File: config.mk
export PLATFORM = sky130hd
export DESIGN_NAME = wadj_seg_fsm
export DESIGN_NICKNAME = d
export VERILOG_FILES = /design/src/common/wadj_pkg.sv /design/src/rtl/wadj_seg_fsm.sv
export SDC_FILE = /design/constraint.sdc
export NUM_CORES = 1
export LEC_CHECK = 0
export BUFFER_PORTS_ARGS = -buffer_cell sky130_fd_sc_hd__buf_4
export CAP_MARGIN = 20
export CELL_PAD_IN_SITES_DETAIL_PLACEMENT = 0
export CELL_PAD_IN_SITES_GLOBAL_PLACEMENT = 2
export CORE_AREA = 2 2 39 41
export DETAILED_ROUTE_END_ITERATION = 12
export DIE_AREA = 0 0 41 43
export HOLD_SLACK_MARGIN = 0.05
export PLACE_DENSITY_LB_ADDON = 0.1
export SLEW_MARGIN = 30
export SYNTH_ARGS = -nofsm -noshare
export SYNTH_HDL_FRONTEND = slang
export SYNTH_SLANG_ARGS = --single-unit
File: constraint.sdc
create_clock -name clk -period 1.2 [get_ports clk]
set_input_delay 0 -clock clk [delete_from_list [all_inputs] [get_ports clk]]
set_output_delay 0 -clock clk [all_outputs]
set_load 0.1 [all_outputs]
File: src/common/wadj_pkg.sv
//------------------------------
// width adapter package
// segment geometry, FIFO depths and watermarks
// beat structs, segment info and egress state
//------------------------------
package wadj_pkg;

   //------------------------------
   // segment geometry
   //------------------------------
   localparam int SEG_BYTES = 8;
   localparam int SEG_W     = SEG_BYTES * 8;
   // one narrow segment per ingress beat, four per egress beat
   localparam int ENUM_SEG  = 4;
   localparam int LANE_W    = $clog2(ENUM_SEG);

   //------------------------------
   // FIFO sizing
   //------------------------------
   localparam int IFIFO_DEPTH = 32;
   localparam int EFIFO_DEPTH = 16;
   // holds the larger depth inclusive
   localparam int CNT_W       = 6;

   // trdy_o drops at this ingress occupancy
   localparam int IFIFO_WM = IFIFO_DEPTH - 4;
   // margin for wide beats still inside the packer
   localparam int EFIFO_WM = EFIFO_DEPTH - 4;

   typedef logic [SEG_W-1:0]     seg_data_t;
   typedef logic [SEG_BYTES-1:0] seg_keep_t;
   typedef logic [LANE_W-1:0]    lane_t;
   typedef logic [CNT_W-1:0]     fifo_cnt_t;

   // one narrow beat, 73 bits
   typedef struct packed {
      seg_data_t data;
      seg_keep_t keep;
      logic      last;
   } igr_beat_s;

   // one wide beat, lane 0 in the low segment
   typedef struct packed {
      seg_data_t [ENUM_SEG-1:0] data;
      seg_keep_t [ENUM_SEG-1:0] keep;
      logic      [ENUM_SEG-1:0] last_seg;
      logic                     last;
   } egr_beat_s;

   typedef struct packed {
      logic sop;
      logic eop;
      logic hdr_segment;
      logic payld_segment;
   } seg_info_s;

   // egress packet position
   typedef enum logic [1:0] {
      SEG_FIRST,
      SEG_HDR,
      SEG_PAYLD
   } seg_state_e;

endpackage

File: src/rtl/wadj_seg_fsm.sv
//------------------------------
// egress packet state machine
// sop, eop, header and payload flags
//------------------------------
module wadj_seg_fsm (
   input  logic                clk,
   input  logic                rst,
   input  logic                pop_i,
   input  logic                last_i,
   input  logic                valid_i,
   output wadj_pkg::seg_info_s info_o
);
   import wadj_pkg::*;

   seg_state_e state_q;
   seg_state_e state_d;

   //------------------------------
   // next state
   //------------------------------
   always_comb begin
      state_d = state_q;
      if (pop_i) begin
         if (last_i) begin
            state_d = SEG_FIRST;
         end else begin
            case (state_q)
               SEG_FIRST: state_d = SEG_HDR;
               SEG_HDR:   state_d = SEG_PAYLD;
               default:   state_d = SEG_PAYLD;
            endcase
         end
      end
   end

   always_ff @(posedge clk) begin
      if (rst) begin
         state_q <= SEG_FIRST;
      end else begin
         state_q <= state_d;
      end
   end

   //------------------------------
   // segment info
   //------------------------------
   // first two wide beats carry the header
   always_comb begin
      info_o.sop           = valid_i && (state_q == SEG_FIRST);
      info_o.eop           = last_i;
      info_o.hdr_segment   = (state_q == SEG_FIRST) || (state_q == SEG_HDR);
      info_o.payld_segment = (state_q == SEG_PAYLD);
   end

   // state only advances on a valid head
   a_pop_valid : assert property (
      @(posedge clk) disable iff (rst)
      pop_i |-> valid_i
   ) else $error("wadj_seg_fsm pop without a valid head");

endmodule

; ---- After elaboration in Yosys (flattened, before gate mapping)
; Index checks and enable logic that the tools add are counted.
[totals]
register_bits = 2
output_inout_bits = 4
wordCells = 8
[classes]
n_eq_ne = 2
muxes = 2
n_reduce_logical = 3
[op_table]
columns = cell, n
row1 = 2-bit two-way mux, 2
row2 = 2-bit by 1-bit == test with 1-bit output (second input constant), 1
row3 = 2-bit == test (second input constant), 1
row4 = 2-bit zero test, 1
row5 = 1-bit logical AND, 1
row6 = 1-bit logical OR, 1

; ---- Depth between registers and ports, before layout
[logic_depth]
ltp_word = 3
depth_mapped = 2
mapped_depth_nobuf = 2

; ---- Worst setup path after synthesis
; No wires, ideal clock.
[synth_timing]
path_type = register to output
start = register state_q[0]
end = output info_o[3] (netlist name)
arrival_ps = 2534
required_ps = 1200
slack_ps = -1334
path_stages_with_launch = 2
path_buffers = 0
path_cell_list = dfxtp_1 -> nor3b_1
[synth_rtl]
columns = element, line_no
row1 = from (decl), wadj_seg_fsm.sv:15  ; seg_state_e state_q;
row2 = from (signal assigned), wadj_seg_fsm.sv:40  ; state_q <= state_d;
row3 = to (decl), wadj_seg_fsm.sv:11  ; output wadj_pkg::seg_info_s info_o

; ---- Worst setup path after layout
[layout_timing]
start = input last_i
end = register state_q[0]
[layout_between]
elab_chain_cells = 1
[layout_rtl]
columns = element, line_no
row1 = from (decl), wadj_seg_fsm.sv:9  ; input logic last_i,
row2 = 2-bit two-way mux, wadj_seg_fsm.sv:24  ; if (last_i) begin
; Every way passes these cells.
; A chain may end at the register's enable or synchronous reset.

==> out/results.tsv <==
stage	metric	value	unit
finish	layoutNonFillerInstCount	41	
flow_run	cap_violations	0	
run_status	outcome	completed	
die	die_h	43	microns
global_routing	antenna_found_initial	0	
synth	synth.largest_area_cell	dfxtp_1	
worst_setup_path	critPathLaunch	last_i	
synth	netlist.area_leader.share	41.0	%
worst_setup_path	cp_cell_sequence	dlygate4sd3_1 > buf_4 > or4b_1 > a21oi_1	
timing	tns	0	ns
timing	tightest_slew	0.280	ns
global_routing	first_global_vias	135	
synth	synth_nets	16	
timing	period_share	95.5	%
synth	syn_area_per_cell	8.87	sq um
synth	netlist_instances	11	
die	start_util	7.05	%
finish	diodes	0	
routing	ant_nets	0	
synth	synth_seq_cells	2	
finish	nets	32	
power	p_leak	0.106	nW
timing	rsz0062_at_grt	false	
finish	finish.utilization	18.3	%
routing	wl_per_cell	7.71	microns
worst_setup_path	r2r_end	state_q[0]	
worst_setup_path	cp.required	1.34	ns
synth	syn-cell-area	97.6	sq um
synth	synth_edf_count	0	
synth	synth_cell_types	9	
worst_setup_path	endpoint	state_q[0]	
timing	min_period	1.15	ns
power	ir_drop	0.000313	V
global_routing	overflow	0	
global_routing	grt_util_all_layers	4.10	%
worst_setup_path	r2r-start	state_q[1]	
worst_setup_path	reg2reg_depth	2	
cts	clock_path_buffers	2	
worst_setup_path	crit_path_max_fanout	3	
cts	cts_htree_levels	1	
timing	worst_slack	0.0545	ns
timing	slew_headroom	81.5	%
die	die_w	41	microns
die	io_pins	9	
cts	cts_buffers	3	
timing	final_hold_viol_count	0	
worst_setup_path	worstSetupEndpointType	register	
die	num_rows	14	
die	die-area	0.00176	sq mm
synth	yosys_warnings	0	
cts	cts_tree	built	
finish	areaGrowthSynthToFinish	159	%
worst_hold_path	min_path_type	input port to output port	
timing	slew_viol_final	0	
routing	drc	0	
worst_setup_path	slowest_stage	dlygate4sd3_1	
synth	synth_area_leaders	dfxtp_1 41%, a21oi_1 10%, or4b_1 10%, a211oi_1 7.7%, buf_4 7.7%	
finish	largest_reg_flops	2	
global_routing	grt_max_degree	5	
worst_setup_path	r2r_slack	0.12	ns
cts	clock_latency	0.22	ns
place	port_buffers	8	
routing	routed_wl	316	microns
routing	dr.pass1.iters	3	
worst_setup_path	crit_path_max_incr_delay	0.53	ns
place	place.gp.congestion	0.696	
timing	fmax	0.873	GHz
cts	ctsRootBufferMaster	clkbuf_4	
synth	synth-seq-area-share	41.0	%
timing	finalClockSkew	0.00102	ns
place	dp_cells	35	
synth	ys_top_cells_by_count	2 x a21oi_1, 2 x dfxtp_1	
routing	vias	133	
die	coreArea	0.00138	sq mm
place	place_ws	0.0934	ns
timing	whs	0.419	ns
finish	drive_gt1_share	56.0	%
finish	regMostFlops	state_q	
worst_setup_path	cp-start-kind	input port	
cts	cts.sink_count	2	
global_routing	grt_pass1_wl	455	microns
routing	drtIter0Drc	1	
timing	setup_viol	0	
synth	synthArstFlopShare	0	%
routing	viasPerCell	3.24	
worst_setup_path	worstPathArrival	1.29	ns
power	power_density	1250	mW/mm^2
finish	largest_registers	state_q x2	
synth	dominantRegCellSynth	dfxtp_1	
cts	clk_pin_slew_worst_paths	0.03	ns
cts	post_cts_buffers	0	
worst_setup_path	worst-setup-path-type	input port to register	
-- worst min path at each step --
stage / start / endpoint / slack, ns / cells past startpoint
3_5_place_dp: rst / state_q[0] / 0.19 / 2
4_1_cts: valid_i / info_o[3] / 0.47 / 3
3_3_place_gp: rst / state_q[1] / 0.19 / 2
5_1_grt: valid_i / info_o[3] / 0.43 / 3
6_report: valid_i / info_o[3] / 0.42 / 3
2_1_floorplan: rst / state_q[0] / 0.07 / 1
-- routing by layer --
metal	share of wire, %	vias to the layer above	track usage, %
met5	0	-	0
met4	0	0	4.00
met3	15	0	2.09
met2	53	6	6.25
met1	31	61	3.50
li1	-	66	-
-- through the flow --
step	cell area, sq um	power, mW
global placement	196	0.165
finish	253	0.316
global route	253	0.338
detailed placement	196	0.164
floorplan	116	0.139
CTS	249	0.325
-- critical path: cells and delay by family --
family / cells / cell delay [ns]
buffers and inverters: 2 / 0.67
AO/OA/AOI/OAI: 1 / 0.15
AND/OR/NAND/NOR: 1 / 0.46
-- final cells by class --
class | count | area (sq um)
fill | 158 | 1130
timing repair buffer | 12 | 101
multi-input combinational | 7 | 65.1
sequential | 2 | 40.0
clock buffer | 3 | 22.5
tap | 16 | 20.0
inverter | 1 | 3.75
-- layout by cell type, fill, tap and decap left out --
cell type and n:
a211oi_1 1, or2b_1 1, nor2_4 1, nor3b_4 1, inv_1 1, buf_6 1, dfxtp_1 2, buf_4 8
clkbuf_4 3, dlygate4sd3_1 3, or4b_1 1, a21oi_1 2
-- kinds of logic (layout without fill, tap and decap cells) --
kind of cell | after synthesis | count (layout) | share of synthesized area, %
simple gates | 4 | 4 | 29.5
compound gates | 3 | 3 | 18.0
flops | 2 | 2 | 41.0
buf+inv | 2 | 16 | 11.5
-- repair_timing --
action	4_1_cts	5_1_grt
hold buffers	3	0
resized for setup	0	1
endpoints found under the hold margin	2	0
setup endpoints to repair	0	1
-- power breakdown --
part / internal, mW / total (mW) / switching [mW]
combinational: 0.0356 / 0.0995 / 0.0640
clock: 0.110 / 0.144 / 0.0341
sequential: 0.0701 / 0.0724 / 0.00232
No activity file was read; power rests on OpenSTA's default activity.
