<file path="src/common/wadj_pkg.sv">
//------------------------------
// width adapter package
// segment geometry, FIFO depths and watermarks
// beat structs, segment info and egress state
//------------------------------
package wadj_pkg;

   //------------------------------
   // segment geometry
   //------------------------------
   localparam int SEG_BYTES = 8;
   localparam int SEG_W     = SEG_BYTES * 8;
   // one narrow segment per ingress beat, four per egress beat
   localparam int ENUM_SEG  = 4;
   localparam int LANE_W    = $clog2(ENUM_SEG);

   //------------------------------
   // FIFO sizing
   //------------------------------
   localparam int IFIFO_DEPTH = 32;
   localparam int EFIFO_DEPTH = 16;
   // holds the larger depth inclusive
   localparam int CNT_W       = 6;

   // trdy_o drops at this ingress occupancy
   localparam int IFIFO_WM = IFIFO_DEPTH - 4;
   // margin for wide beats still inside the packer
   localparam int EFIFO_WM = EFIFO_DEPTH - 4;

   typedef logic [SEG_W-1:0]     seg_data_t;
   typedef logic [SEG_BYTES-1:0] seg_keep_t;
   typedef logic [LANE_W-1:0]    lane_t;
   typedef logic [CNT_W-1:0]     fifo_cnt_t;

   // one narrow beat, 73 bits
   typedef struct packed {
      seg_data_t data;
      seg_keep_t keep;
      logic      last;
   } igr_beat_s;

   // one wide beat, lane 0 in the low segment
   typedef struct packed {
      seg_data_t [ENUM_SEG-1:0] data;
      seg_keep_t [ENUM_SEG-1:0] keep;
      logic      [ENUM_SEG-1:0] last_seg;
      logic                     last;
   } egr_beat_s;

   typedef struct packed {
      logic sop;
      logic eop;
      logic hdr_segment;
      logic payld_segment;
   } seg_info_s;

   // egress packet position
   typedef enum logic [1:0] {
      SEG_FIRST,
      SEG_HDR,
      SEG_PAYLD
   } seg_state_e;

endpackage

</file>
<file path="src/rtl/pack/wadj_lane_pack.sv">
//------------------------------
// lane register array
// narrow beats into one wide beat, registered push
//------------------------------
module wadj_lane_pack (
   input  logic                clk,
   input  logic                rst,
   input  logic                pop_i,
   input  wadj_pkg::lane_t     lane_i,
   input  logic                flush_i,
   input  wadj_pkg::igr_beat_s beat_i,
   output wadj_pkg::egr_beat_s beat_o,
   output logic                push_o
);
   import wadj_pkg::*;

   egr_beat_s beat_q;

   //------------------------------
   // lane write
   //------------------------------
   // popped beat into its lane
   always_ff @(posedge clk) begin
      if (pop_i) begin
         for (int k = 0; k < ENUM_SEG; k++) begin
            if (lane_t'(k) == lane_i) begin
               beat_q.data[k]     <= beat_i.data;
               beat_q.keep[k]     <= beat_i.keep;
               beat_q.last_seg[k] <= beat_i.last;
            end else if (lane_t'(k) > lane_i) begin
               // no stale bytes above a short final beat
               beat_q.keep[k]     <= '0;
               beat_q.last_seg[k] <= 1'b0;
            end
         end
         if (flush_i) begin
            beat_q.last <= beat_i.last;
         end
      end
   end

   //------------------------------
   // push strobe
   //------------------------------
   // one cycle behind the flushing pop
   always_ff @(posedge clk) begin
      if (rst) begin
         push_o <= 1'b0;
      end else begin
         push_o <= flush_i;
      end
   end

   assign beat_o = beat_q;

   // a second wide beat needs another pop in between
   a_push_needs_pop : assert property (
      @(posedge clk) disable iff (rst)
      (push_o && !pop_i) |=> !push_o
   ) else $error("wadj_lane_pack push without pop");

endmodule

</file>
<file path="config.mk">
export PLATFORM = sky130hd
export DESIGN_NAME = wadj_lane_pack
export DESIGN_NICKNAME = d
export VERILOG_FILES = /design/src/common/wadj_pkg.sv /design/src/rtl/pack/wadj_lane_pack.sv
export SDC_FILE = /design/constraint.sdc
export NUM_CORES = 1
export LEC_CHECK = 0
export BUFFER_PORTS_ARGS = -buffer_cell sky130_fd_sc_hd__buf_4
export CORE_AREA = 4 4 197 199
export CTS_CLUSTER_DIAMETER = 30
export DETAILED_ROUTE_END_ITERATION = 8
export DIE_AREA = 0 0 201 203
export PLACE_DENSITY_LB_ADDON = 0.12
export SLEW_MARGIN = 40
export SYNTH_ARGS = -nofsm -noshare
export SYNTH_HDL_FRONTEND = slang
export SYNTH_SLANG_ARGS = --single-unit
</file>
<file path="constraint.sdc">
create_clock -name clk -period 9.1 [get_ports clk]
set_clock_uncertainty 0.15 [all_clocks]
set_input_delay 0.455 -clock clk [delete_from_list [all_inputs] [get_ports clk]]
set_output_delay 0.455 -clock clk [all_outputs]
set_load 0.05 [all_outputs]
</file>
* Yosys cells after proc, flatten, opt, wreduce, memory -nomap -nowiden
Cells that the tools add are included.
** Cells by class
- Add/subtract/negate cells :: 0
- Multiply operators :: 0
- Divide/modulo/power cells :: 0
- Order comparisons :: 4
- Equality and inequality tests :: 3
- Shifts and indexed selects :: 0
- Muxes and demuxes :: 16
- Bitwise gates (word level) :: 0
- Reduce and logical (&&, ||, !) cells :: 14
** Operators with widths (number)
- $mux W8 :: 8
- $reduce_and A2 Y1 :: 9
- $mux W1 :: 8
- $reduce_bool A2 Y1 :: 4
- $eq A2 B2 Y1 const A :: 2
- $gt A1 B2 Y1 const A :: 2
- $gt A2 B2 Y1 const A :: 2
- $eq A1 B2 Y1 const A :: 1
- $logic_not A2 Y1 :: 1
** Storage, ports and cells
- Flip-flop bits (word level) :: 294
- Bits in latches :: 0
- Memory bits (writable) :: 0
- Memory bits (read-only) :: 0
- Output and inout bits :: 294
- Logic and storage cells :: 51
- Memories kept :: 0

* Depth between registers and ports, before layout
Gate-level depths: netlist of the first run.
- Depth in word-level cells :: 3
- Gate-level depth with buffers :: 2
- Depth with buffers taken out :: 1

* Worst setup path before layout of the first run
No wires, ideal clock.
- Kind :: input to register
- Start :: input lane_i[1]
- End :: register beat_q (netlist bit beat_o[100]), enable pin
- Library setup time :: 0.608 ns
- Data arrival time :: 5.957 ns
- Data required time :: 8.342 ns
- Setup slack :: 2.384 ns
- Stages on the path :: 2
- Cells stage by stage :: buf_2 nor3b_1
** On the way
- Cells in the longest elaborated chain, start to end :: 2
** RTL lines
- start, declared :: line wadj_lane_pack.sv:9 : input wadj_pkg::lane_t lane_i,
- $logic_not A2 Y1 :: line wadj_lane_pack.sv:26 : if (lane_t'(k) == lane_i) begin
- $reduce_and A2 Y1 (no line)
- end, declared :: line wadj_lane_pack.sv:17 : egr_beat_s beat_q;
No other way between the ends.
A chain may end at the register's enable or synchronous reset.

* Worst setup path in the final report of the first run
- Start :: input lane_i[0]
- End :: register beat_q (netlist bit beat_o[214]), enable pin
** On the way
- Cells in the longest elaborated chain, start to end :: 2
** RTL lines (line)
- $eq A2 B2 Y1 :: wadj_lane_pack.sv:26
- $reduce_and A2 Y1 (no line)
No other way between the ends.

==> run summary, run 1 <==
syn_nets: 425
crit path max fanout: 41
Row Count: 71
RSZ-0062 raised after global routing: no
Root Driver: clkbuf_16
Placed Instances: 1,190
Yosys warnings: 0
Slew Viols, Final: 0
maxcap violations: 0
Vias: 5,488
TritonCTS Buffers: 70
Unique masters post-synth: 10
Hold Path Class: input port to register
DR vias/cell: 3.960
LEAKAGE: 6.171 nW
die width: 201 um
Layout fillers: 3,348
CTS tree: done
Routed WL per cell: 19.87 um
final core occ: 42.33%
Critical Path End Type: register
Tcrit/Tclk final: 22.41%
first drt pass iteration count: 4
Hold WS: 88.01 ps
Mapped Cells: 346
Power Dens Cells: 290.9 mW/mm2
initial antenna violation count: 0
status: finished clean
Post-DP HPWL: 18,620 um
Max-slew headroom: 47.23%
Seq/Total Area, Yosys: 95.88%
fmax: 0.4904 GHz
synth-to-layout area growth: 71.31%
largest cells by area after synthesis: edfxtp_1, and3b_1, nor3b_1
commonest non-fill, non-tap cells in the layout: buf_4, edfxtp_1, clkbuf_16
#FFs+latches synth: 294
CP startpoint kind: input port
routed wire length: 27,540 um
area share of the largest cell type after synthesis: 95.66%
number of H-tree branching levels: 3
largest area contributor in the netlist: edfxtp_1
Final Non-Filler Cells: 1,386
min Tclk post-route: 2039 ps
setup TNS: 0 ps
layout cells sized above 1: 53.73%
Final setup viols: 0
Mapped Avg Cell Area: 26.58 um2
largest net degree at the start of global routing: 43
Sink Count: 294
Peak VDD IR: 0.0001223 V
Clock transition at path regs: 40 ps
Worst Max-Slew Pin Slew: 789.8 ps
port bufs: 372
drt first-iter violations: 319
Worst EP arrival: 2060 ps
Die H: 203 um
clk buf depth: 3
Post-Syn Area: 0.009198 mm2
core region area: 0.03722 mm2
Antenna Nets Post-Route: 0
Hold Vio Cnt, Final: 0
antenna cells: 0
io pins: 373
grt ovf: 0
Final Wtd Congestion: 0.7896
initial cell density of the core: 24.71%
final net count: 934
most common cell after layout, fill and taps aside: buf_4
number of global-route vias before repair: 5,978
global-route wire length before repair: 39,740 um
Tot Pwr: 4.584 mW
Setup Crit Path Kind: input port to register
Req. time, crit path: 9120 ps
Total GRT Usage: 13.00%
number of remaining DRC errors: 0
die area: 0.04080 mm2
area by class of cell:
type	instances	area [um2]	area share (%)
clock buffer	82	1882	11.94
clock inverter	47	573.1	3.637
multi-input combinational	44	356.6	2.263
sequential	294	8818	55.97
tap	474	593.1	3.764
timing repair buffer	445	3533	22.43
final timing paths:
check	from	endpoint	cells past startpoint
setup / recovery	lane_i[0]	beat_o[214]$_DFFE_PP_	3
hold / removal	flush_i	beat_o[0]$_DFFE_PP_	2
synthesized netlist by cell type:
| cell | instances |
|---|---|
| dfxtp_1 | 1 |
| edfxtp_1 | 293 |
| clkbuf_2 | 2 |
| buf_2 | 6 |
| and3b_1 | 20 |
| and3_1 | 10 |
| nor3b_1 | 10 |
| nor2b_1 | 2 |
| and2_1 | 1 |
| a21boi_0 | 1 |
worst max-delay path, stage by stage:
cell and delay (ps):
buf_4 230, and3b_4 750, buf_4 550
state kept, by name, indices dropped and copies added (netlist names):
signal and flops:
push_o 1, beat_o 293
per-layer routing:
layer | track usage [%] | wire [um] | up-vias
li1 | - | - | 2452
met1 | 15.49 | 11110 | 2698
met2 | 20.18 | 12870 | 301
met3 | 6.596 | 3037 | 37
met4 | 5.064 | 522 | 0
met5 | 0 | 0 | -
kinds of logic after synthesis:
group	after synthesis	share of synthesized area, %
buf+inv	8	0.4353
compound gates	1	0.08165
flops	294	95.88
simple gates	43	3.605
power breakdown:
group          internal (mW)  total (mW)  switching [mW]
sequential              1.57        1.59          0.0234
clock                   1.81        2.55           0.739
combinational          0.127       0.440           0.314
metrics by stage:
stage	area (um2)	setup slack [ps]
after floorplan	9198	2384
after global placement	12590	6508
after detailed placement	12630	6448
after CTS	15760	7041
after global routing	15760	6954
final	15760	7061
timing repair:
| action | CTS | global route |
|---|---|---|
| endpoints found under the setup margin | 0 | 0 |
| setup buffers | 0 | 0 |
| resized for setup | 0 | 0 |
| hold buffers | 67 | 0 |
| hold endpoints to repair | 258 | 0 |
Power figures use the tool's default switching activity.
==> run 2: changes to the inputs <==
==> constraint.sdc (replaced) <==
create_clock -name clk -period 2.1 [get_ports clk]
set_clock_uncertainty 0.15 [all_clocks]
set_input_delay 0.105 -clock clk [delete_from_list [all_inputs] [get_ports clk]]
set_output_delay 0.105 -clock clk [all_outputs]
set_load 0.05 [all_outputs]
==> run 2 against run 1 <==
  * Setup slack got worse by 6700 ps
  * Flip-flop and latch count unchanged
  * Clock power grew to 4.1 times the previous value
  * Cell count up 0.51%
  * Sequential power increased to 4.3 times the previous value
  * Critical endpoint is now beat_o[136]$_DFFE_PP_
  * Utilization rose by 0.25 points
  * Largest power group unchanged
  * Sequential share of layout area down 0.33 points
==> run summary, run 2 (same netlist as run 1, synthesis figures left out) <==
Seq. cell area: 0.008818 mm2
final net count: 950
number of remaining DRC errors: 0
Final setup viols: 0
Slew Viols, Final: 0
number of global-route vias before repair: 6,025
hold_sp: beat_i[44]
fmax: 0.5718 GHz
drt first-iter violations: 234
die area: 0.04080 mm2
Final Wtd Congestion: 0.7922
initial cell density of the core: 24.71%
Final Cell Area: 0.01585 mm2
global-route wire length before repair: 39,790 um
Critical Path End Type: register
Hold Vio Cnt, Final: 0
Worst Max-Slew Pin Slew: 743.6 ps
Antenna Nets Post-Route: 0
Slowest cell on crit path: and3b_4
setup ws final: 351.2 ps
commonest non-fill, non-tap cells in the layout: buf_4, edfxtp_1, dlygate4sd3_1
die width: 201 um
Layout fillers: 3,304
CP cell instances: dlygate4sd3_1, buf_4, and3b_4, buf_12
initial antenna violation count: 0
crit path max fanout: 42
clk buf depth: 3
M2 GR Usage: 20.50%
antenna cells: 0
Row Count: 71
Setup Crit Path Kind: input port to register
Clock transition at path regs: 50 ps
layout cells sized above 1: 53.43%
io pins: 373
Peak VDD IR: 0.0005209 V
hold-fix buffers at CTS: 83
CP startpoint kind: input port
max incr delay on CP: 590 ps
Hold Path Class: input port to register
Worst EP arrival: 1820 ps
Tcrit/Tclk final: 83.28%
Req. time, crit path: 2170 ps
synth-to-layout area growth: 72.33%
dpl cell area: 0.01272 mm2
post-place setup slack: 325.0 ps
area of the multi-input gates: 362.8 um2
global-route met3 utilization: 5.878%
Total GRT Usage: 13.00%
setup TNS: 0 ps
status: finished clean
M1 GR Usage: 15.55%
Vias: 5,565
largest net degree at the start of global routing: 43
most common cell after layout, fill and taps aside: buf_4
RSZ-0062 raised after global routing: no
CTS tree: done
max FFs per register: 293
core region area: 0.03722 mm2
Routed WL per cell: 19.74 um
routed wire length: 27,490 um
Gates resized, CTS repair: 0
maxcap violations: 0
LEAKAGE: 6.203 nW
Post-CTS Setup Inserts: 0
TritonCTS Buffers: 67
Sink Count: 294
crit path from: lane_i[1]
Post-DP HPWL: 18,960 um
grt ovf: 0
Root Driver: clkbuf_16
number of H-tree branching levels: 3
min Tclk post-route: 1749 ps
Die H: 203 um
DR vias/cell: 3.995
port bufs: 372
Power Dens Cells: 1220 mW/mm2
layer with the highest usage: met2
Max-slew headroom: 50.32%
first drt pass iteration count: 6
[run 2: per-stage QoR]
stage               power (mW)  hold slack (ps)  instances  utilization, %
floorplan                8.093            26.61        346               -
global placement         8.851            112.8       1193           34.18
detailed placement       8.855            116.6       1193           34.18
CTS                      19.61            127.9       1393           42.58
global route             20.00            147.4       1393           42.58
finish                   19.33            166.0       1393           42.58
[run 2: final cells by class]
class / instances / share of cell area (%)
Clock inverter: 41 / 3.434
Multi-Input combinational cell: 44 / 2.289
Tap cell: 474 / 3.742
Timing Repair Buffer: 464 / 23.84
Clock buffer: 76 / 11.06
Sequential cell: 294 / 55.64
[run 2: power by group]
group / internal, mW / total [mW] / switching [mW]
clock: 7.33 / 10.5 / 3.14
sequential: 6.80 / 6.90 / 0.0976
combinational: 0.581 / 1.95 / 1.37
total: 14.7 / 19.3 / 4.61
[run 2: worst paths after layout]
path,endpoint,slack (ps),cells after the start
worst min-delay path,beat_o[72]$_DFFE_PP_,170,2
worst max-delay path,beat_o[136]$_DFFE_PP_,350,4
[run 2: worst max-delay path, delay by kind of cell]
kind / cells / cell delay, ps
and+or+nand+nor: 1 / 590
buffers and inverters: 3 / 1080
[run 2: routing by layer]
layer  share of wire (%)  vias up  wire [um]
met2                  47      302      12880
met1                  41     2733      11230
met4                 2.7        0        730
li1                    -     2479          -
met3                 9.6       51       2648
met5                   0        -          0
