`config.mk`:
```
export PLATFORM = sky130hd
export DESIGN_NAME = wadj_fifo
export DESIGN_NICKNAME = d
export VERILOG_FILES = /design/src/common/wadj_pkg.sv /design/src/rtl/wadj_fifo.sv
export SDC_FILE = /design/constraint.sdc
export NUM_CORES = 1
export LEC_CHECK = 0
export ABC_AREA = 0
export BUFFER_PORTS_ARGS = -buffer_cell sky130_fd_sc_hd__buf_2
export CORE_MARGIN = 2
export CORE_UTILIZATION = 30
export DETAILED_ROUTE_END_ITERATION = 8
export HOLD_SLACK_MARGIN = 0.02
export PLACE_DENSITY_LB_ADDON = 0.12
export SLEW_MARGIN = 20
export SYNTH_ARGS = -nofsm -noshare
export SYNTH_HDL_FRONTEND = slang
export SYNTH_SLANG_ARGS = --single-unit
```
`constraint.sdc`:
```
create_clock -name clk -period 2.4 [get_ports clk]
set_clock_uncertainty 0.05 [all_clocks]
set_input_delay 0.36 -clock clk [delete_from_list [all_inputs] [get_ports clk]]
set_output_delay 0.36 -clock clk [all_outputs]
set_load 0.03 [all_outputs]
```
`src/common/wadj_pkg.sv`:
```
//------------------------------
// width adapter package
// segment geometry, FIFO depths and watermarks
// beat structs, segment info and egress state
//------------------------------
package wadj_pkg;

   //------------------------------
   // segment geometry
   //------------------------------
   localparam int SEG_BYTES = 8;
   localparam int SEG_W     = SEG_BYTES * 8;
   // one narrow segment per ingress beat, four per egress beat
   localparam int ENUM_SEG  = 4;
   localparam int LANE_W    = $clog2(ENUM_SEG);

   //------------------------------
   // FIFO sizing
   //------------------------------
   localparam int IFIFO_DEPTH = 32;
   localparam int EFIFO_DEPTH = 16;
   // holds the larger depth inclusive
   localparam int CNT_W       = 6;

   // trdy_o drops at this ingress occupancy
   localparam int IFIFO_WM = IFIFO_DEPTH - 4;
   // margin for wide beats still inside the packer
   localparam int EFIFO_WM = EFIFO_DEPTH - 4;

   typedef logic [SEG_W-1:0]     seg_data_t;
   typedef logic [SEG_BYTES-1:0] seg_keep_t;
   typedef logic [LANE_W-1:0]    lane_t;
   typedef logic [CNT_W-1:0]     fifo_cnt_t;

   // one narrow beat, 73 bits
   typedef struct packed {
      seg_data_t data;
      seg_keep_t keep;
      logic      last;
   } igr_beat_s;

   // one wide beat, lane 0 in the low segment
   typedef struct packed {
      seg_data_t [ENUM_SEG-1:0] data;
      seg_keep_t [ENUM_SEG-1:0] keep;
      logic      [ENUM_SEG-1:0] last_seg;
      logic                     last;
   } egr_beat_s;

   typedef struct packed {
      logic sop;
      logic eop;
      logic hdr_segment;
      logic payld_segment;
   } seg_info_s;

   // egress packet position
   typedef enum logic [1:0] {
      SEG_FIRST,
      SEG_HDR,
      SEG_PAYLD
   } seg_state_e;

endpackage

```
`src/rtl/wadj_fifo.sv`:
```
//------------------------------
// synchronous show-ahead FIFO
// head presented combinationally, occupancy count
//------------------------------
module wadj_fifo #(
   parameter int  DEPTH = 16,
   parameter type T     = logic
) (
   input  logic                clk,
   input  logic                rst,
   input  logic                push_i,
   input  logic                pop_i,
   input  T                    din_i,
   output T                    dout_o,
   output logic                empty_o,
   output wadj_pkg::fifo_cnt_t count_o
);
   import wadj_pkg::*;

   T                         mem [DEPTH];
   logic [$clog2(DEPTH)-1:0] wr_ptr;
   logic [$clog2(DEPTH)-1:0] rd_ptr;

   //------------------------------
   // storage
   //------------------------------
   always_ff @(posedge clk) begin
      if (push_i) begin
         mem[wr_ptr] <= din_i;
      end
   end

   //------------------------------
   // pointers and occupancy
   //------------------------------
   // power-of-two depth, so the pointers wrap by themselves
   always_ff @(posedge clk) begin
      if (rst) begin
         wr_ptr  <= '0;
         rd_ptr  <= '0;
         count_o <= '0;
      end else begin
         if (push_i) begin
            wr_ptr <= wr_ptr + 1'b1;
         end
         if (pop_i) begin
            rd_ptr <= rd_ptr + 1'b1;
         end
         case ({push_i, pop_i})
            2'b10:   count_o <= count_o + 1'b1;
            2'b01:   count_o <= count_o - 1'b1;
            default: count_o <= count_o;
         endcase
      end
   end

   // head of queue
   always_comb begin
      dout_o  = mem[rd_ptr];
      empty_o = (count_o == '0);
   end

   // caller must not write a full FIFO unless it reads in the same cycle
   a_no_overflow : assert property (
      @(posedge clk) disable iff (rst)
      (push_i && (count_o == fifo_cnt_t'(DEPTH))) |-> pop_i
   ) else $error("wadj_fifo push while full");

   // caller must not read an empty FIFO
   a_no_underflow : assert property (
      @(posedge clk) disable iff (rst)
      !(pop_i && empty_o)
   ) else $error("wadj_fifo pop while empty");

endmodule

```
==> After elaboration in Yosys (flattened, before gate mapping) <==
Memories as Yosys holds them, arrays and structs flattened. A register that Yosys moved wholly into a read port is not among the register bits.
Cells that the tools add are included.
{ "totals": {"reg_bits": 14, "mem_bits_rw": 16, "in_bits": 5, "output_inout_bits": 8, "elab_cells": 17, "mem_count": 1} }
{ "mem_list": {"columns": ["name", "words", "word_bits", "read_ports", "rd_ports_with_merged_regs", "write_ports", "line", "text"], "rows": [
  ["mem", 16, 1, 1, 1, 1, "wadj_fifo.sv:20", "T mem [DEPTH];"]
]} }
{ "classes": {"n_addsub": 4, "eq_ne": 2, "mux": 5, "n_reduce_logical": 2} }
{ "ops": {"columns": ["operator", "n"], "rows": [
  ["$pmux W6 S2", 1],
  ["$add A4 B1 Y4 const B", 2],
  ["$mux W4", 2],
  ["$add A6 B1 Y6 const B", 1],
  ["$logic_not A6 Y1", 1],
  ["$sub A6 B1 Y6 const B", 1],
  ["$eq A2 B1 Y1 const B", 1],
  ["$eq A2 B2 Y1 const B", 1],
  ["$mux W1", 2],
  ["$reduce_bool A2 Y1", 1]
]} }

==> Logic depth before layout (Yosys ltp) <==
Gate-level depths: netlist of run 1.
{ "logic_depth": {"word_depth": 3, "depth_mapped": 10, "ltp_nobuf": 8} }

==> Least setup slack after synthesis of run 1 <==
No wires, ideal clock.
{ "synth_path": {"path_type": "input to register", "from": "input port push_i", "to": "register count_o[3]", "setup_ns": 0.123, "t_arrival_ns": 2.015, "t_required_ns": 2.227, "setup_slack_ns": 0.211, "path_stages": 8, "n_path_buf": 2, "cell_sequence": "clkbuf_1 -> inv_2 -> ha_1 -> buf_6 -> a21o_1 -> a211oi_2 -> mux2i_1 -> mux2_1"} }
{ "synth_via": {"elab_chain_cells": 2, "word_cells_on_any_way": 4, "classes_between": "eq/ne: 2; mux: 1; reduce/logical: 1"} }
{ "synth_rtl": {"columns": ["item", "line", "text"], "rows": [
  ["start, declared", "wadj_fifo.sv:11", "input logic push_i,"],
  ["$eq A2 B1 Y1 or $eq A2 B2 Y1 (tied branches)", "wadj_fifo.sv:49", "case ({push_i, pop_i})"],
  ["$pmux W6 S2 or $reduce_bool A2 Y1 (tied branches)", null, null],
  ["end signal, assigned", "wadj_fifo.sv:50", "2'b10: count_o <= count_o + 1'b1;"],
  ["end signal, assigned", "wadj_fifo.sv:51", "2'b01: count_o <= count_o - 1'b1;"],
  ["end signal, assigned", "wadj_fifo.sv:52", "default: count_o <= count_o;"],
  ["end, declared", "wadj_fifo.sv:16", "output wadj_pkg::fifo_cnt_t count_o"]
]} }
Several ways; a longest one is shown, not always the timed one.
A chain may end at the register's enable or synchronous reset.

==> results of run 1 <==
## kinds of logic (layout without fill, tap and decap cells)
| group | count (synthesis) | in the layout | synth area share, % |
|---|---|---|---|
| xor gates and xnor gates | 10 | 10 | 5.27 |
| and+or+nand+nor | 56 | 56 | 18.3 |
| adders and majority gates | 8 | 8 | 6.02 |
| muxes | 12 | 12 | 11.2 |
| DFF | 34 | 34 | 50.6 |
| buffers and inverters | 12 | 25 | 3.46 |
| AOI/OAI and AO/OA | 11 | 11 | 5.19 |
## critical path, stage by stage (launching register included)
cell	delay, ps
dfxtp_2	420
mux4_2	540
mux4_2	470
buf_2	190
## per-stage QoR
stage / total power, mW / setup slack [ps]
final: 1.41 / 106
after global routing: 1.48 / 27.6
after CTS: 1.43 / 61.9
after detailed placement: 0.915 / 99.9
after global placement: 0.915 / 201
after floorplan: 0.856 / 211
## worst min path at each step
| stage | from | slack, ps | end | cells after the start |
|---|---|---|---|---|
| floorplan | din_i | 410 | mem[0] | 0 |
| global placement | rd_ptr[3] | 450 | rd_ptr[3] | 2 |
| detailed placement | rd_ptr[2] | 480 | register | 2 |
| CTS | push_i | 380 | wr_ptr[1] | 3 |
| global route | push_i | 410 | wr_ptr[1] | 3 |
| finish | push_i | 390 | wr_ptr[0] | 3 |
## cell type report
type                            count  area, µm²
Clock inverter                      1       30.0
Timing Repair Buffer               12       60.1
Tap cell                           72       90.1
Fill cell                         557       3560
Clock buffer                        7       76.3
Inverter                            5       18.8
Sequential cell                    34        842
Multi-Input combinational cell     97        764
## layout by cell type (no fill, tap or decap), types with 2 or more instances in the layout
cell,instances
nand4_1,3
edfxtp_1,16
xnor2_1,3
nor2b_1,3
clkbuf_1,2
xor2_1,7
a21oi_1,3
buf_2,12
nor3_1,2
clkbuf_8,5
mux2_1,3
and2_1,16
mux4_2,5
inv_1,4
mux2i_1,4
ha_1,8
nand2_1,4
dfxtp_1,17
nor2_1,20
## layer usage
| layer | up-vias | track usage, % | wire length (µm) |
|---|---|---|---|
| met5 | - | 0 | 0 |
| met4 | 0 | 2.63 | 27 |
| met3 | 4 | 4.02 | 144 |
| met2 | 20 | 15.6 | 1330 |
| met1 | 496 | 14.0 | 1460 |
| li1 | 523 | - | - |
## what timing repair did
item / in CTS / in global routing
hold endpoints to repair: 0 / 0
resized for setup: 1 / 0
setup endpoints to repair: 1 / 0
## power groups by stage
stage	registers (mW)	logic (mW)	clock network, mW
5_1_grt	0.685	0.243	0.557
6_report	0.679	0.221	0.509
4_1_cts	0.679	0.225	0.529
3_5_place_dp	0.692	0.224	0
2_1_floorplan	0.697	0.159	0
3_3_place_gp	0.691	0.224	0
==> results.py, run 1 <==
metrics = {
    "synth": {
        "async_flop_share_pct": 0,
        "syn_area_per_cell_um2": 11.6,
        "synth_top_area_share_pct": 28.9,
        "ys_warn_count": 0,
        "synth_area_leader_cell": "edfxtp_1",
        "synth-seq-cells": 34,
        "synthCells": 143,
        "netlist_top_cells_area": "edfxtp_1 (29%), dfxtp_1 (22%), mux4_2 (6.8%)",
        "yosysSeqAreaShare_pct": 50.6,
        "synth_common_cells": "nor2_1 (20), dfxtp_1 (18), and2_1 (16), edfxtp_1 (16), ha_1 (8)",
        "synthFlopType": "dfxtp_1",
        "yosysMostFrequentCell": "nor2_1",
        "synth_edf_count": 16,
        "syn_area_mm2": 0.00166,
        "synth_cell_type_count": 38,
        "synthesis.nets": 156,
    },
    "setup_path": {
        "worst_ep_required_time_ps": 1990,
        "worst-r2r-cell-count": 4,
        "reg2reg_slack_ps": 640,
        "cp-end-kind": "output pin",
        "arrival_ps": 1880,
        "reg2reg_from": "count_o[2]",
        "critical_path_class": "register to output pin",
        "crit_end": "dout_o",
        "r2r_end": "count_o[3]",
        "critPathMaxFanout": 4,
        "cp-start-kind": "register",
    },
    "placement": {
        "placed_cells": 220,
        "port_buffers": 12,
        "post_dp_cell_area_mm2": 0.00177,
        "hpwl_um": 2130,
        "gp_congestion": 0.689,
    },
    "detailed_routing": {
        "dr.pass1.iters": 4,
        "drc": 0,
        "via_count": 1043,
        "routed_wirelength_um": 2960,
        "wl_per_cell_um": 13.0,
        "vias_per_cell": 4.57,
        "drt_iter0_markers": 65,
        "ant_nets": 0,
    },
    "power_and_ir_drop": {
        "seqPwrFrac_pct": 48.2,
        "power.internal_mw": 1.04,
        "power_frac_comb_pct": 15.7,
        "power.switching_mw": 0.371,
        "powerDensity_mw_per_mm2": 748,
        "p_clk_share_pct": 36.1,
        "switching_share_pct": 26.3,
        "peakVddDrop_v": 0.000323,
        "p_leak_nw": 0.751,
    },
    "sta": {
        "final-hold-violation-count": 0,
        "max_freq_ghz": 0.436,
        "setup_viol": 0,
        "whs_ps": 386,
        "fin_crit_sh_pct": 95.6,
        "finalSetupTns_ps": 0,
        "slew_violations": 0,
        "rsz0062_at_grt": "false",
        "worst_slew_pin_slew_ps": 376,
        "final.min_clock_period_ps": 2290,
        "maxSlewHeadroom_pct": 74.9,
    },
    "clocking": {
        "tritoncts": "yes",
        "clock_latency_ps": 280,
        "post-cts-setup-buffer-count": 0,
        "cts_hold_buf": 0,
        "root_buffer": "clkbuf_8",
        "cts.path.max_buffers": 2,
        "htree_levels": 2,
        "clock_sinks": 34,
        "cts_buffers": 5,
        "path_clk_slew_ps": 70,
    },
    "layout": {
        "final_core_util_pct": 34.6,
        "layoutNonFillerInstCount": 228,
        "final_layout_size_suffix_gt1_share_pct": 17.9,
        "antenna_cells": 0,
        "final_area_mm2": 0.00188,
        "area_growth_pct": 13.2,
        "finish.net_count": 168,
    },
    "global_route": {
        "grt_pass1_vias": 953,
        "track_usage_pct": 10.4,
        "antenna_found_initial": 0,
        "grt_pass1_wl_um": 4830,
        "overflow": 0,
        "grt_max_degree": 19,
    },
    "floorplan": {
        "coreArea_mm2": 0.00544,
        "start_util_pct": 30.6,
        "ios": 13,
        "row_count": 27,
        "die_height_um": 78.5,
        "die_w_um": 78.5,
        "die_area_mm2": 0.00615,
    },
    "job": {
        "drv_cap": 0,
    },
    "worst_hold_path": {
        "hp-class": "input port to register",
    },
    "status": {
        "outcome": "finished clean",
    },
}
(Power assumes the default switching activity.)
==> run 2, diff against run 1 <==
Settings changed: PLACE_DENSITY set to 0.45, PLACE_DENSITY_LB_ADDON 0.12 to not set.
==> run 2 against run 1 <==
Non-clock buffer count up 1. Power increased by 0.61%. Sequential power is essentially flat. Hold slack better by 5.6 ps. Largest cell class unchanged. Largest power group unchanged.
==> results.py, run 2 (same netlist as run 1, synthesis figures left out) <==
metrics = {
    "clocking": {
        "root_buffer": "clkbuf_8",
        "tritoncts": "yes",
        "clock_latency_ps": 280,
        "cts_buffers": 5,
        "path_clk_slew_ps": 70,
        "htree_levels": 2,
        "post-cts-setup-buffer-count": 0,
        "cts.path.max_buffers": 2,
        "clock_sinks": 34,
    },
    "power_and_ir_drop": {
        "powerDensity_mw_per_mm2": 747,
        "p_total_mw": 1.42,
        "peakVddDrop_v": 0.000306,
        "p_leak_nw": 0.754,
    },
    "placement": {
        "port_buffers": 12,
        "placed_cells": 221,
        "gp_congestion": 0.758,
        "hpwl_um": 2090,
    },
    "global_route": {
        "overflow": 0,
        "track_usage_pct": 10.1,
        "grt_pass1_vias": 914,
        "grt_pass1_wl_um": 4680,
        "antenna_found_initial": 0,
        "grt_max_degree": 19,
    },
    "floorplan": {
        "row_count": 27,
        "die_area_mm2": 0.00615,
        "start_util_pct": 30.6,
        "die_w_um": 78.5,
        "coreArea_mm2": 0.00544,
        "ios": 13,
        "die_height_um": 78.5,
    },
    "layout": {
        "finish.net_count": 169,
        "final_cell_mix": "nor2_1 (20), dfxtp_1 (17), and2_1 (16), edfxtp_1 (16), buf_2 (12)",
        "final.fill_count": 552,
        "final_common_cell": "nor2_1",
        "layoutNonFillerInstCount": 229,
        "area_growth_pct": 14.1,
        "final_layout_size_suffix_gt1_share_pct": 19.7,
        "antenna_cells": 0,
    },
    "sta": {
        "slew_violations": 0,
        "rsz0062_at_grt": "false",
        "fin_crit_sh_pct": 95.3,
        "max_freq_ghz": 0.437,
        "setup_viol": 0,
        "final.min_clock_period_ps": 2290,
        "maxSlewHeadroom_pct": 74.2,
        "worst_slew_pin_slew_ps": 387,
        "finalSetupTns_ps": 0,
        "final-hold-violation-count": 0,
    },
    "job": {
        "drv_cap": 0,
    },
    "detailed_routing": {
        "dr.pass1.iters": 4,
        "wl_per_cell_um": 12.6,
        "ant_nets": 0,
        "drc": 0,
        "via_count": 1024,
        "vias_per_cell": 4.47,
        "routed_wirelength_um": 2890,
        "drt_iter0_markers": 30,
    },
    "setup_path": {
        "cp-end-kind": "output pin",
        "cp-start-kind": "register",
        "critPathMaxFanout": 4,
        "worst_ep_required_time_ps": 1990,
        "critical_path_class": "register to output pin",
        "arrival_ps": 1880,
    },
    "status": {
        "outcome": "finished clean",
    },
    "worst_hold_path": {
        "hp-class": "input port to register",
    },
}
## run 2: power breakdown
part	internal, mW	switching (mW)	leakage [nW]	total (mW)
Combinational	0.0938	0.129	0.412	0.222
Clock	0.309	0.207	0.0504	0.516
Sequential	0.634	0.0443	0.292	0.679
## run 2: layout make-up
class / count / area [µm²] / area share (%)
tap: 72 / 90.1 / 4.75
inverter: 5 / 18.8 / 0.989
sequential: 34 / 842 / 44.4
clock inverter: 3 / 45.0 / 2.37
multi-input combinational: 97 / 764 / 40.3
timing repair buffer: 13 / 67.6 / 3.56
clock buffer: 5 / 68.8 / 3.63
## run 2: repair_timing
item / in CTS / in global routing
hold buffers: 0 / 0
endpoints found under the setup margin: 1 / 0
gates resized for setup: 1 / 0
## run 2: metal layers
metal / up-vias / routed length, µm / part of all wire, % / GRT usage, %
li1: 528 / - / - / -
met1: 483 / 1520 / 53 / 14.1
met2: 11 / 1260 / 43 / 14.1
met3: 2 / 87 / 3.0 / 3.79
met4: 0 / 25 / 0.86 / 3.68
met5: - / 0 / 0 / 0
## run 2: final timing paths
path / from / endpoint / slack, ps / cells past startpoint
hold reg to reg: rd_ptr[3] / register / 490 / 2
hold / removal: push_i / wr_ptr[0] / 390 / 3
setup reg to reg: count_o[1] / count_o[4] / 610 / 6
setup / recovery: register / dout_o / 110 / 3
## run 2: stage by stage
stage	hold slack (ps)	cell area (µm²)	worst slack, ps	utilization [%]
after floorplan	409	1660	211	-
after global placement	464	1780	185	32.8
after detailed placement	478	1780	137	32.8
after CTS	381	1900	72.0	34.9
after global routing	406	1900	11.3	34.9
final	392	1900	113	34.9
## run 2: critical path: stages (launching register included)
cell	delay, ps
dfxtp_2	410
mux4_2	530
mux4_2	470
buf_2	190
